--- src/include/exe_cfg.svh ---
/*
 * execute stage configuration
 *   data width
 *   multiply occupancy in cycles
 *   divide occupancy in cycles (iterations plus fix-up)
 */
`ifndef EXE_CFG_SVH
`define EXE_CFG_SVH

// datapath width
`define EXE_XLEN 32

// cycles the multiply/divide unit stays busy per operation
`define EXE_MUL_CYCLES 2
`define EXE_DIV_CYCLES 33   // 32 restoring steps + sign fix-up

`endif

--- src/hw/exePkg.sv ---
/*
 * execute stage types
 *   ALU opcodes, branch, load/store and exception encodings
 *   writeback, read-back and destination selects
 *   ID/EXE and EXE/MEM bundles, branch result
 */
`include "exe_cfg.svh"

package exePkg;
    typedef enum logic [4:0] {
        OP_ADD, OP_ADDU, OP_SUB, OP_SUBU, OP_AND, OP_OR, OP_XOR, OP_NOR,
        OP_SLT, OP_SLTU, OP_SLL, OP_SRL, OP_SRA, OP_LUI,
        OP_MULT, OP_MULTU, OP_DIV, OP_DIVU, OP_MTHI, OP_MTLO, OP_NOP
    } aluOpT;

    typedef enum logic [2:0] {
        BR_NONE, BR_BEQ, BR_BNE, BR_BGEZ, BR_BGTZ, BR_BLEZ, BR_BLTZ, BR_JUMP
    } branchTypeT;

    typedef enum logic [2:0] {LD_NONE, LD_LB, LD_LBU, LD_LH, LD_LHU, LD_LW} loadTypeT;
    typedef enum logic [1:0] {ST_NONE, ST_SB, ST_SH, ST_SW} storeTypeT;

    // earlier in the list means raised earlier, so higher priority
    typedef enum logic [3:0] {
        EXC_NONE, EXC_INTERRUPT, EXC_FETCH_ADDR, EXC_RESERVED, EXC_SYSCALL,
        EXC_BREAK, EXC_OVERFLOW, EXC_LOAD_ADDR, EXC_STORE_ADDR
    } exceptT;

    typedef struct packed {
        logic gprWr;
        logic hiWr;
        logic loWr;
    } regsWrT;

    typedef enum logic [1:0] {WB_PC8, WB_ALU, WB_OUTB} wbSelT;
    typedef enum logic [1:0] {RS_BUSB, RS_HI, RS_LO} readSelT;
    typedef enum logic [1:0] {DST_RD, DST_RT, DST_RA} dstSelT;

    typedef struct packed {
        logic                 valid;
        logic [`EXE_XLEN-1:0] pc;
        logic [`EXE_XLEN-1:0] busA;
        logic [`EXE_XLEN-1:0] busB;
        logic [`EXE_XLEN-1:0] imm32;
        logic [4:0]           rt;
        logic [4:0]           rd;
        logic [4:0]           shamt;
        aluOpT                aluOp;
        logic                 srcShamt;   // operand A from shamt
        logic                 srcImm;     // operand B from imm32
        dstSelT               dstSel;
        wbSelT                wbSel;
        readSelT              readSel;
        branchTypeT           branchType;
        logic                 predTaken;  // fetch prediction
        logic [`EXE_XLEN-1:0] branchAddr;
        logic [`EXE_XLEN-1:0] jumpAddr;
        loadTypeT             loadType;
        storeTypeT            storeType;
        regsWrT               regsWr;
        exceptT               exceptIn;
    } idExeT;

    typedef struct packed {
        logic                 valid;
        logic [`EXE_XLEN-1:0] pc;
        logic [`EXE_XLEN-1:0] aluOut;
        logic [`EXE_XLEN-1:0] outB;
        logic [`EXE_XLEN-1:0] result;
        logic [4:0]           dst;
        loadTypeT             loadType;
        storeTypeT            storeType;
        regsWrT               regsWr;
        exceptT               except;
    } exeMemT;

    typedef struct packed {
        logic                 mispredict;
        logic                 taken;
        logic [`EXE_XLEN-1:0] correction;
    } bResultT;
endpackage

--- src/hw/exeReg.sv ---
/*
 * ID/EXE pipeline register
 *   write enable, priority flush, valid tracking
 */
`timescale 1ns/1ns

module exeReg (
    input  logic          clk,
    input  logic          rstN,
    input  logic          exeWr,
    input  logic          exeFlush,
    input  exePkg::idExeT id,
    output exePkg::idExeT cur
);

    // flush beats write, whole bundle cleared so valid drops too
    always_ff @(posedge clk) begin
        if (!rstN) begin
            cur <= '0;
        end else if (exeFlush) begin
            cur <= '0;
        end else if (exeWr) begin
            cur <= id;
        end
    end

    // downstream gating relies on a clean valid bit once out of reset
    validKnown: assert property (
        @(posedge clk) disable iff (!rstN) !$isunknown(cur.valid)
    ) else $error("exeReg: cur.valid unknown");

endmodule

--- src/hw/alu.sv ---
/*
 * execute stage ALU
 *   operand selection (shamt / immediate)
 *   arithmetic, logic, compare, shift, LUI
 *   signed overflow for ADD and SUB
 */
`timescale 1ns/1ns
`include "exe_cfg.svh"

module alu (
    input  exePkg::idExeT        cur,
    output logic [`EXE_XLEN-1:0] aluOut,
    output logic                 overflow
);
    import exePkg::*;

    localparam int W = `EXE_XLEN;

    logic [W-1:0] opA;
    logic [W-1:0] opB;
    logic [W-1:0] sum;
    logic [W-1:0] diff;

    assign opA  = cur.srcShamt ? {{(W-5){1'b0}}, cur.shamt} : cur.busA;
    assign opB  = cur.srcImm ? cur.imm32 : cur.busB;
    assign sum  = opA + opB;
    assign diff = opA - opB;

    always_comb begin
        aluOut   = '0;   // mult/div, MT and NOP leave zero
        overflow = 1'b0;
        case (cur.aluOp)
            OP_ADD: begin
                aluOut   = sum;
                overflow = (opA[W-1] == opB[W-1]) && (sum[W-1] != opA[W-1]);
            end
            OP_ADDU: aluOut = sum;
            OP_SUB: begin
                aluOut   = diff;
                overflow = (opA[W-1] != opB[W-1]) && (diff[W-1] != opA[W-1]);
            end
            OP_SUBU: aluOut = diff;
            OP_AND:  aluOut = opA & opB;
            OP_OR:   aluOut = opA | opB;
            OP_XOR:  aluOut = opA ^ opB;
            OP_NOR:  aluOut = ~(opA | opB);
            OP_SLT:  aluOut = {{(W-1){1'b0}}, $signed(opA) < $signed(opB)};
            OP_SLTU: aluOut = {{(W-1){1'b0}}, opA < opB};
            // shifts move B by the low bits of A
            OP_SLL:  aluOut = opB << opA[4:0];
            OP_SRL:  aluOut = opB >> opA[4:0];
            OP_SRA:  aluOut = $signed(opB) >>> opA[4:0];
            OP_LUI:  aluOut = {opB[15:0], 16'h0000};
            default: aluOut = '0;
        endcase
    end

endmodule

--- src/hw/branchSolve.sv ---
/*
 * branch resolution
 *   condition evaluation per branch type
 *   misprediction against the fetch prediction
 *   correction vector
 */
`timescale 1ns/1ns
`include "exe_cfg.svh"

module branchSolve (
    input  exePkg::idExeT   cur,
    input  logic            exeWr,
    output exePkg::bResultT bResult
);
    import exePkg::*;

    logic taken;
    logic aZero;
    logic aNeg;

    assign aZero = (cur.busA == '0);
    assign aNeg  = cur.busA[`EXE_XLEN-1];

    always_comb begin
        case (cur.branchType)
            BR_BEQ:  taken = (cur.busA == cur.busB);
            BR_BNE:  taken = (cur.busA != cur.busB);
            BR_BGEZ: taken = !aNeg;
            BR_BGTZ: taken = !aNeg && !aZero;
            BR_BLEZ: taken = aNeg || aZero;
            BR_BLTZ: taken = aNeg;
            BR_JUMP: taken = 1'b1;
            default: taken = 1'b0;
        endcase
    end

    // only redirect once the stage actually advances
    assign bResult.mispredict = cur.valid && exeWr && (taken != cur.predTaken);
    assign bResult.taken      = taken;
    assign bResult.correction = (cur.branchType == BR_JUMP) ? cur.jumpAddr :
                                taken                       ? cur.branchAddr :
                                                              cur.pc + `EXE_XLEN'(8);

endmodule

--- src/hw/multDiv.sv ---
/*
 * multi-cycle multiply/divide unit
 *   busy counter, stall and finish pulse, abort on flush
 *   signed ops run on magnitudes, signs fixed on finish
 *   restoring divider, one quotient bit per cycle
 */
`timescale 1ns/1ns
`include "exe_cfg.svh"

module multDiv (
    input  logic                 clk,
    input  logic                 rstN,
    input  exePkg::idExeT        cur,
    input  logic                 exeFlush,
    output logic                 mdStall,
    output logic                 finish,
    output logic [`EXE_XLEN-1:0] hiRes,
    output logic [`EXE_XLEN-1:0] loRes
);
    import exePkg::*;

    localparam int W = `EXE_XLEN;

    logic         busy;
    logic [5:0]   cnt;
    logic [5:0]   lastCnt;
    logic         isDiv;
    logic         negQ;      // quotient / product sign
    logic         negR;      // remainder follows dividend
    logic         divZero;
    logic [W-1:0] rem;
    logic [W-1:0] quo;
    logic [W-1:0] divisor;

    logic           mdOp;
    logic           signedOp;
    logic           divOp;
    logic           startNow;
    logic           finishRaw;
    logic [W-1:0]   magA;
    logic [W-1:0]   magB;
    logic [2*W-1:0] prodMag;
    logic [2*W-1:0] prodRes;
    logic [W:0]     shifted;
    logic [W:0]     trial;

    assign mdOp     = cur.valid && (cur.aluOp inside {OP_MULT, OP_MULTU, OP_DIV, OP_DIVU});
    assign signedOp = (cur.aluOp == OP_MULT) || (cur.aluOp == OP_DIV);
    assign divOp    = (cur.aluOp == OP_DIV) || (cur.aluOp == OP_DIVU);
    assign magA     = (signedOp && cur.busA[W-1]) ? -cur.busA : cur.busA;
    assign magB     = (signedOp && cur.busB[W-1]) ? -cur.busB : cur.busB;
    assign prodMag  = {{W{1'b0}}, magA} * {{W{1'b0}}, magB};

    // upstream must advance on finish or the same op restarts
    assign startNow  = mdOp && !busy;
    assign finishRaw = busy && (cnt == lastCnt);
    assign finish    = finishRaw && !exeFlush;
    assign mdStall   = startNow || (busy && !finishRaw);

    always_ff @(posedge clk) begin
        if (!rstN) begin
            busy <= 1'b0;
            cnt  <= '0;
        end else if (exeFlush) begin
            busy <= 1'b0;   // abort without a finish
            cnt  <= '0;
        end else if (startNow) begin
            busy <= 1'b1;
            cnt  <= '0;
        end else if (finishRaw) begin
            busy <= 1'b0;
        end else if (busy) begin
            cnt <= cnt + 6'd1;
        end
    end

    // one restoring step shifts in the next dividend bit and tries the subtract
    assign shifted = {rem, quo[W-1]};
    assign trial   = shifted - {1'b0, divisor};

    always_ff @(posedge clk) begin
        if (startNow) begin
            isDiv   <= divOp;
            negQ    <= signedOp && (cur.busA[W-1] ^ cur.busB[W-1]);
            negR    <= signedOp && cur.busA[W-1];
            divZero <= (cur.busB == '0);
            divisor <= magB;
            lastCnt <= divOp ? 6'(`EXE_DIV_CYCLES - 1) : 6'(`EXE_MUL_CYCLES - 1);
            if (divOp) begin
                rem <= '0;
                quo <= magA;
            end else begin
                {rem, quo} <= prodMag;
            end
        end else if (busy && isDiv && (cnt < 6'(`EXE_DIV_CYCLES - 1))) begin
            if (!trial[W]) begin
                rem <= trial[W-1:0];
                quo <= {quo[W-2:0], 1'b1};
            end else begin
                rem <= shifted[W-1:0];
                quo <= {quo[W-2:0], 1'b0};
            end
        end
    end

    assign prodRes = negQ ? -{rem, quo} : {rem, quo};

    always_comb begin
        if (isDiv) begin
            hiRes = negR ? -rem : rem;
            loRes = divZero ? '1 : (negQ ? -quo : quo);   // x/0 gives all ones
        end else begin
            hiRes = prodRes[2*W-1:W];
            loRes = prodRes[W-1:0];
        end
    end

    // a finish closes an op that was already running a cycle earlier
    finishAfterBusy: assert property (
        @(posedge clk) disable iff (!rstN) finish |-> $past(busy)
    ) else $error("multDiv: finish without a running operation");

    // upstream holds the stage register for the whole operation
    curHeldWhileBusy: assert property (
        @(posedge clk) disable iff (!rstN) busy |-> $stable(cur)
    ) else $error("multDiv: stage register changed under a running operation");

endmodule

--- src/hw/hiLo.sv ---
/*
 * HI and LO registers
 *   unit result on finish, else MTHI/MTLO data
 */
`timescale 1ns/1ns
`include "exe_cfg.svh"

module hiLo (
    input  logic                 clk,
    input  logic                 rstN,
    input  logic                 finish,
    input  exePkg::regsWrT       regsWr,
    input  logic [`EXE_XLEN-1:0] busA,
    input  logic [`EXE_XLEN-1:0] hiRes,
    input  logic [`EXE_XLEN-1:0] loRes,
    output logic [`EXE_XLEN-1:0] hi,
    output logic [`EXE_XLEN-1:0] lo
);

    always_ff @(posedge clk) begin
        if (!rstN) begin
            hi <= '0;
            lo <= '0;
        end else if (finish) begin
            hi <= hiRes;
            lo <= loRes;
        end else begin
            if (regsWr.hiWr) hi <= busA;   // MTHI
            if (regsWr.loWr) lo <= busA;   // MTLO
        end
    end

endmodule

--- src/hw/exceptInExe.sv ---
/*
 * execute stage exception merge
 *   incoming exception, overflow, load/store misalignment
 */
`timescale 1ns/1ns

module exceptInExe (
    input  exePkg::idExeT  cur,
    input  logic           overflow,
    input  logic [1:0]     addrLow,
    output exePkg::exceptT except
);
    import exePkg::*;

    logic loadMis;
    logic storeMis;

    // word needs both low bits clear, halfword only bit 0
    assign loadMis = ((cur.loadType == LD_LW) && (addrLow != 2'b00)) ||
                     ((cur.loadType inside {LD_LH, LD_LHU}) && addrLow[0]);
    assign storeMis = ((cur.storeType == ST_SW) && (addrLow != 2'b00)) ||
                      ((cur.storeType == ST_SH) && addrLow[0]);

    always_comb begin
        if (cur.exceptIn != EXC_NONE) except = cur.exceptIn;   // earlier stage wins
        else if (overflow)            except = EXC_OVERFLOW;
        else if (loadMis)             except = EXC_LOAD_ADDR;
        else if (storeMis)            except = EXC_STORE_ADDR;
        else                          except = EXC_NONE;
    end

endmodule

--- src/hw/topExe.sv ---
/*
 * execute stage top
 *   stage register, ALU, branch, mult/div, HI/LO, exceptions
 *   outB, result and destination muxes
 *   side-effect suppression under exeDisWr
 */
`timescale 1ns/1ns
`include "exe_cfg.svh"

module topExe (
    input  logic            clk,
    input  logic            rstN,
    input  logic            exeWr,
    input  logic            exeFlush,
    input  logic            exeDisWr,
    input  exePkg::idExeT   id,
    output exePkg::exeMemT  exeMem,
    output exePkg::bResultT bResult,
    output logic            mdStall
);
    import exePkg::*;

    idExeT                cur;
    logic [`EXE_XLEN-1:0] aluOut;
    logic [`EXE_XLEN-1:0] hiRes;
    logic [`EXE_XLEN-1:0] loRes;
    logic [`EXE_XLEN-1:0] hi;
    logic [`EXE_XLEN-1:0] lo;
    logic [`EXE_XLEN-1:0] outB;
    logic                 overflow;
    logic                 mdFinish;
    logic                 finalFinish;
    regsWrT               finalWr;
    regsWrT               hiLoWr;
    exceptT               exceptOut;

    exeReg uExeReg (.clk(clk), .rstN(rstN), .exeWr(exeWr), .exeFlush(exeFlush),
                    .id(id), .cur(cur));

    alu uAlu (.cur(cur), .aluOut(aluOut), .overflow(overflow));

    branchSolve uBranchSolve (.cur(cur), .exeWr(exeWr), .bResult(bResult));

    multDiv uMultDiv (.clk(clk), .rstN(rstN), .cur(cur), .exeFlush(exeFlush),
                      .mdStall(mdStall), .finish(mdFinish), .hiRes(hiRes), .loRes(loRes));

    // suppressed or empty slots leave no side effects
    assign finalWr     = (exeDisWr || !cur.valid) ? '0 : cur.regsWr;
    assign finalFinish = mdFinish && !exeDisWr && cur.valid;
    assign hiLoWr      = mdStall ? '0 : finalWr;   // no MT writes while the unit runs

    hiLo uHiLo (.clk(clk), .rstN(rstN), .finish(finalFinish), .regsWr(hiLoWr),
                .busA(cur.busA), .hiRes(hiRes), .loRes(loRes), .hi(hi), .lo(lo));

    exceptInExe uExceptInExe (.cur(cur), .overflow(overflow), .addrLow(aluOut[1:0]),
                              .except(exceptOut));

    always_comb begin
        case (cur.readSel)
            RS_HI:   outB = hi;   // MFHI
            RS_LO:   outB = lo;   // MFLO
            default: outB = cur.busB;
        endcase
    end

    always_comb begin
        exeMem.valid  = cur.valid;
        exeMem.pc     = cur.pc;
        exeMem.aluOut = aluOut;
        exeMem.outB   = outB;
        case (cur.wbSel)
            WB_PC8:  exeMem.result = cur.pc + `EXE_XLEN'(8);   // link address
            WB_OUTB: exeMem.result = outB;
            default: exeMem.result = aluOut;
        endcase
        case (cur.dstSel)
            DST_RT:  exeMem.dst = cur.rt;
            DST_RA:  exeMem.dst = 5'd31;
            default: exeMem.dst = cur.rd;
        endcase
        exeMem.loadType  = exeDisWr ? LD_NONE : cur.loadType;
        exeMem.storeType = exeDisWr ? ST_NONE : cur.storeType;
        exeMem.regsWr    = finalWr;
        exeMem.except    = exceptOut;
    end

endmodule

--- config.mk ---
export PLATFORM = sky130hd
export DESIGN_NAME = topExe
export DESIGN_NICKNAME = d
export VERILOG_FILES = /design/src/hw/exePkg.sv /design/src/hw/exeReg.sv /design/src/hw/alu.sv /design/src/hw/branchSolve.sv /design/src/hw/multDiv.sv /design/src/hw/hiLo.sv /design/src/hw/exceptInExe.sv /design/src/hw/topExe.sv
export VERILOG_INCLUDE_DIRS = /design/src /design/src/include
export SDC_FILE = /design/constraint.sdc
export NUM_CORES = 2
export LEC_CHECK = 0
export BUFFER_PORTS_ARGS = -buffer_cell sky130_fd_sc_hd__buf_2
export CORE_ASPECT_RATIO = 1.4
export CORE_MARGIN = 5
export CORE_UTILIZATION = 35
export DETAILED_ROUTE_END_ITERATION = 16
export PLACE_DENSITY_LB_ADDON = 0.25
export SYNTH_ARGS = -nofsm -noshare
export SYNTH_HDL_FRONTEND = slang
export SYNTH_SLANG_ARGS = --single-unit
--- constraint.sdc ---
create_clock -name clk -period 21.1 [get_ports clk]
set_input_delay 4.22 -clock clk [delete_from_list [all_inputs] [get_ports clk]]
set_output_delay 4.22 -clock clk [all_outputs]
set_load 0.005 [all_outputs]
Word level (Yosys, flattened, before mapping)

Index checks and enable logic that the tools add are counted.

Register bits: 414
Bits of input ports: 242
Output and inout bits: 181
Logic and storage cells: 195

Add/sub/neg operators: 10
Multipliers: 1
Magnitude comparators: 3
Equality and inequality tests: 42
Shift operators: 3
Mux-type cells: 41
Bitwise operators: 7
Reduce and logical (&&, ||, !) cells: 52

Operators by type and width:

| operator              | number |
|---|---|
| $mux 32               | 22 |
| $pmux 32 s12          | 1 |
| $neg 32->32           | 4 |
| $pmux 32 s2           | 2 |
| $logic_not 32->1      | 2 |
| $lt 32x32->1          | 2 |
| $mul 32x32->64        | 1 |
| $mux 64               | 1 |
| $neg 64->64           | 1 |
| $eq 5x4->1 const B    | 8 |
| $sub 33x32->33        | 1 |
| $add 32x32->32        | 1 |
| $add 32x4->32 const B | 1 |
| $and 32x32->32        | 1 |
| $eq 32x32->1          | 1 |
| $ne 32x32->1          | 1 |
| $not 32->32           | 1 |
| $or 32x32->32         | 1 |
| $shl 32x5->32         | 1 |
| $shr 32x5->32         | 1 |
| $sshr 32x5->32        | 1 |
| $sub 32x32->32        | 1 |
| $xor 32x32->32        | 1 |
| $logic_and 1x1->1     | 21 |
| other kinds (33)      | 81 |

Depth between registers and ports, before layout

Depth in word-level cells: 11
Mapped depth: 42
Depth with buffers taken out: 37

Modules after synthesis

From an unflattened synthesis, not the netlist that was laid out.

Cell total of the unflattened synthesis: 8036
Area total of the unflattened synthesis: 67046.8 µm²

By module, submodules not included:

| module      | instances | cells an instance | area an instance (µm²) | seq. area each (µm²) |
|---|---|---|---|---|
| multDiv     | 1         | 4816              | 41432.2                | 3173.0 |
| alu         | 1         | 1546              | 9485.3                 | 0.0 |
| exeReg      | 1         | 765               | 8667.1                 | 4744.6 |
| hiLo        | 1         | 285               | 3529.6                 | 1281.2 |
| topExe      | 1         | 347               | 2009.4                 | 0.0 |
| branchSolve | 1         | 262               | 1816.7                 | 0.0 |
| exceptInExe | 1         | 15                | 106.4                  | 0.0 |

Least setup slack after synthesis

No wires, ideal clock.

Path type: input to output
From: input exeWr
To: output bResult[33] (netlist name)
Arrival time: 5.480 ns
Data required time: 16.880 ns
Setup slack: 11.400 ns
Cell stages on the path: 4
Path buffers: 3
Cell sequence: clkbuf_1 clkbuf_1 clkbuf_1 and3_1

RTL lines:

| element     | line         | source |
|---|---|---|
| from (decl) | topExe.sv:13 | `input logic exeWr,` |
| to (decl)   | topExe.sv:18 | `output exePkg::bResultT bResult,` |

Worst setup path in the final report

From: register, netlist name uExeReg.cur[90]
To: register uMultDiv.rem[24] (data pin)

Longest elaborated chain between the ends: 7
Elaborated cells between the ends (all ways): 16
Those cells by class: mul: 1; eq/ne: 4; mux: 4; reduce/logical: 7

Ends and longest elaborated chain:

| element                                         | line                                        | source |
|---|---|---|
| $eq 5x4->1 / $eq 5x5->1 (equally long branches) | multDiv.sv:47, multDiv.sv:48, multDiv.sv:49 |  |
| $logic_or 1x1->1                                | multDiv.sv:48                               | `assign signedOp = (cur.aluOp == OP_MULT) \|\| (cur.aluOp == OP_DIV);` |
| $logic_and 1x1->1, on equally long branches     | multDiv.sv:50, multDiv.sv:51                |  |
| $mux 32, on equally long branches               | multDiv.sv:50, multDiv.sv:51                |  |
| $mul 32x32->64                                  | multDiv.sv:52                               | `assign prodMag = {{W{1'b0}}, magA} * {{W{1'b0}}, magB};` |
| $mux 32                                         | multDiv.sv:89                               | `if (divOp) begin` |
| $mux 32 (*)                                     | multDiv.sv:82                               | `if (startNow) begin` |
| to (signal assigned)                            | multDiv.sv:93                               | `{rem, quo} <= prodMag;` |
| to (signal assigned)                            | multDiv.sv:97                               | `rem <= trial[W-1:0];` |
| to (signal assigned)                            | multDiv.sv:100                              | `rem <= shifted[W-1:0];` |
| to (decl)                                       | multDiv.sv:31                               | `logic [W-1:0] rem;` |

Every way passes the cells marked *; elsewhere a longest branch is shown, timed or not.
A chain may end at the register's enable or synchronous reset.

==> summary.md <==
| Metric | Value |
|---|---|
| Status | finished, final reports clean |
| Critical path start-end classification | register to register |
| Crit. Startpoint | uExeReg.cur[90]$_SDFFE_PP0P_ |
| Kind of capture point of the worst setup path | register |
| Final critical-path required period | between 10,000 and 15,000 ps |
| Clock tree sinks | 409 |
| Setup_tns | 0 ps |
| Normalized max-slew margin | 0.0871 |
| Weighted congestion at the end of routability-driven global placement | between 1 and 1.5 |
| Via/cell ratio | 5.77 |
| TritonCTS clock tree | done |
| Clock Pin Slew Worst Setup and Hold Paths | 70 ps |
| RR Endpoint | uMultDiv.rem[24]$_DFFE_PP_ |
| Worst setup skew after layout | approximately 66 ps |
| Vias in the first global route | 62,900 |
| Area of the multi-input gates | 50,900 um2 |
| Max Buffers Root-to-Sink | 3 |
| First drt pass iteration count | 6 |
| Hold path startpoint | uExeReg.cur[107]$_SDFFE_PP0P_ |
| Period utilization | 0.603 |
| Logic depth of the worst path, buffers included | 33 |
| R2R Path Start | uExeReg.cur[90]$_SDFFE_PP0P_ |
| Fill cells | 19,300 |
| Top delay family on crit path | adder cells |
| Max stage delay cell, worst path | sky130_fd_sc_hd__xor2_2 |
| Count of H-tree levels built during CTS | 2 |
| Share of async-settable or async-resettable flops after synthesis | 0 |
| Library cell with the largest summed area after synthesis | sky130_fd_sc_hd__fa_1 |
| Type of the most critical hold path | register to register |
| Most frequently used flop master after synthesis | sky130_fd_sc_hd__dfxtp_1 |
| X dimension of the die | around 380 um |
| Tot GR Track Use | 0.337 |
| Total setup violations reported at the end of the flow | 0 |
| Req. time, crit path | 21,470 ps |
| Fraction of synthesized cell area taken by the top area cell type | 0.273 |
| Die Span Y | 523 um |
| Final instance area | around 73,000 um2 |
| Max FO, Critical Path | 19 |
| Worst setup path endpoint | uMultDiv.rem[24]$_DFFE_PP_ |
| Number of flops mapped to enable cells by yosys | 101 |
| Count of cell types in the netlist | 103 |
| Initial antenna violation count | 38 |
| Share of the yosys chip area belonging to registers | 0.140 |
| Highest cell delay on the worst timing path | 870 ps |
| Cell Rows | 188 |
| Proportion of layout cells with a drive suffix above 1 | 0.116 |
| Worst Reg-to-Reg Cells | 33 |
| Nets | 9,668 |
| First-pass GRT wire length | 472 mm |
| Initial core utilization | 0.352 |
| Post-detailed-route wirelength per cell | 32.1 um |
| Synth area leaders | sky130_fd_sc_hd__fa_1 (27%), sky130_fd_sc_hd__dfxtp_1 (9.4%), sky130_fd_sc_hd__ha_1 (7.6%) |
| Top-count cell post-synth | sky130_fd_sc_hd__inv_1 |
| CTS buffer count | just under 50 |
| Critical Path Source Type | register |
| DR vias | ~60,000 |
| Static leakage | around 34 nW |
| Instance count of the mapped netlist | approximately 8,000 |
| Syn nets | 9,512 |
| Drt total wl | 342 mm |
| Number of max-slew violations in the final report | 0 |
| Die ar. | 197,000 um2 |
| Reported max-cap violation count | 0 |
| Hold-fix buffers, CTS | 0 |
| Cell repeated most along the worst path | sky130_fd_sc_hd__fa_1 |
| Count of buffer and inverter cells on the critical path | 6 |
| Final hold violation count | 0 |
| IO Pins | around 420 |
| P&R area growth vs syn | 11.1% |
| Average cell area after synthesis | 8.26 um2 |
| Power density over the cells | 34.8 nW/um2 |
| Transition time at the pin with the least slew margin | 1360 ps |
| DRC violation count after routing | 0 |
| Source-to-sink clock delay at the later pin of the worst-skew pair | 690 ps |
| Port Buffers | between 400 and 500 |
| Post-CTS Repair Setup Buffers | 0 |
| Core ar. | 187,000 um2 |
| Ranking of synthesized cells by instance count | sky130_fd_sc_hd__inv_1 (1,085), sky130_fd_sc_hd__nor2_1 (1,058), sky130_fd_sc_hd__fa_1 (899), sky130_fd_sc_hd__nand2_1 (889), sky130_fd_sc_hd__mux2i_1 (493) |
| DP Wirelength | 268 mm |
| Count of warnings emitted by yosys | 0 |
| Area taken by flip-flops and latches | a little over 9000 um2 |
| Synthesized flop and latch total | 409 |
| Placed cell area | 71,300 um2 |
| Antenna viol nets, final | 0 |
| Data arrival time at the worst-slack endpoint | approximately 13,000 ps |
| Highest clock frequency the design can meet | roughly 0.079 GHz |
| Maximum number of pins on one net before global-route repair | around 120 |
| Cells on Worst Hold Path | 2 |
| Max rail drop VDD | 0.0000668 V |
| Number of instances resized during post-cts repair | 0 |
| Unrepaired setup endpoints after global routing | false |
| Synthesized cell area | 65,800 um2 |
| Aggregate global routing overflow | 0 |
| Clock tree root buffer cell | sky130_fd_sc_hd__clkbuf_16 |
| R2R setup slack | 8370 ps |
| DRT iter0 DRCs | roughly 5,300 |
==> layer usage <==
metal | share of wire | track usage | up-vias
met5 | 0.00019 | 0 | -
met4 | 0.12 | 0.313 | 10
met3 | 0.064 | 0.0487 | 1127
met2 | 0.48 | 0.580 | 3095
met1 | 0.34 | 0.353 | 31000
li1 | - | - | 26200
==> cells by family (layout without fill, tap and decap cells) <==
logic type               after synthesis  after routing  share of synthesized area
AO/OA/AOI/OAI                       1285           1285                      0.128
flip-flops                           409            409                      0.140
multiplexers                         528            528                     0.0817
buffers and inverters               1660           1856                     0.0988
AND/OR/NAND/NOR                     2476           2476                      0.160
other                                  0             17                          0
XOR/XNOR                             310            310                     0.0415
adder cells (fa/ha/maj)             1301           1301                      0.350
==> state kept, by name, indices dropped and copies added, names as in the netlist <==
register	flops
uHiLo.lo	32
uMultDiv.quo	32
uExeReg.cur	237
uMultDiv.cnt	6
uMultDiv.negQ	1
uMultDiv.rem	32
uHiLo.hi	32
uMultDiv.lastCnt	2
uMultDiv.busy	1
uMultDiv.negR	1
uMultDiv.divisor	32
uMultDiv.divZero	1
==> layout by cell type, fill, tap and decap left out, types with 29 or more instances in the layout <==
master                         n
sky130_fd_sc_hd__o221ai_1     29
sky130_fd_sc_hd__clkbuf_16    51
sky130_fd_sc_hd__xor2_1      112
sky130_fd_sc_hd__a21o_1       83
sky130_fd_sc_hd__and3_1       34
sky130_fd_sc_hd__a31oi_1      40
sky130_fd_sc_hd__inv_1      1083
sky130_fd_sc_hd__nand3_1      90
sky130_fd_sc_hd__dfxtp_1     304
sky130_fd_sc_hd__mux2i_1     482
sky130_fd_sc_hd__ha_1        401
sky130_fd_sc_hd__o31ai_1      35
sky130_fd_sc_hd__o211ai_1     62
sky130_fd_sc_hd__buf_4       245
sky130_fd_sc_hd__a21oi_1     277
sky130_fd_sc_hd__xnor2_1     146
sky130_fd_sc_hd__o22ai_1      46
sky130_fd_sc_hd__a211oi_1     47
sky130_fd_sc_hd__o21a_1       36
sky130_fd_sc_hd__nor4_1       29
sky130_fd_sc_hd__nand2b_1     40
sky130_fd_sc_hd__and2_1       33
sky130_fd_sc_hd__mux2_2       30
sky130_fd_sc_hd__fa_1        899
sky130_fd_sc_hd__a221oi_1     45
sky130_fd_sc_hd__nor2b_1      70
sky130_fd_sc_hd__o21ai_0     313
sky130_fd_sc_hd__nand2_1     887
sky130_fd_sc_hd__nor3_1       81
sky130_fd_sc_hd__nor2_1     1056
sky130_fd_sc_hd__edfxtp_1    101
sky130_fd_sc_hd__a22oi_1      63
sky130_fd_sc_hd__buf_2       421
sky130_fd_sc_hd__nand4_1      44
==> cell type report <==
type	count	share of cell area
diodes	17	0.000581
clock inverters	26	0.00568
well taps	2470	0.0422
inverters	1096	0.0562
flip-flops and latches	409	0.126
clock buffers	65	0.0194
multi-input cells	5900	0.695
repair buffers	669	0.0546
==> worst register-to-register path: cells and delay by family, from the launching register on <==
family          cells  cell delay, ps
compound gates      8            2050
xor+xnor            2            1030
fa+ha+maj           9            4480
buf+inv             6            1430
flops               1             510
simple gates        8            2960
==> how the worst min path moves through the flow <==
stage                               endpoint
6_report       uExeReg.cur[107]$_SDFFE_PP0P_
3_5_place_dp   uExeReg.cur[107]$_SDFFE_PP0P_
4_1_cts        uExeReg.cur[107]$_SDFFE_PP0P_
3_3_place_gp     uExeReg.cur[4]$_SDFFE_PP0P_
5_1_grt         uExeReg.cur[29]$_SDFFE_PP0P_
2_1_floorplan    uExeReg.cur[4]$_SDFFE_PP0P_
==> power breakdown <==
part | leakage (nW) | internal, W | switching [W] | total, W
registers | 3.37 | 0.000816 | 0.0000223 | 0.000838
logic | 29.8 | 0.000220 | 0.000503 | 0.000724
clock network | 0.900 | 0.000569 | 0.000417 | 0.000986
total | 34.1 | 0.00161 | 0.000942 | 0.00255
==> metrics by stage <==
| step | instances | setup slack [ps] | hold WS (ps) | total power (W) | utilization |
|---|---|---|---|---|---|
| after floorplan | 7969 | 11400 | 452 | 0.00122 | - |
| after global placement | 10500 | 8900 | 467 | 0.00155 | 0.381 |
| after detailed placement | 10500 | 8570 | 482 | 0.00155 | 0.381 |
| after CTS | 10600 | 8570 | 497 | 0.00254 | 0.390 |
| after global routing | 10600 | 8070 | 515 | 0.00261 | 0.391 |
| final | 10700 | 8370 | 495 | 0.00255 | 0.391 |
(Power assumes the default switching activity.)
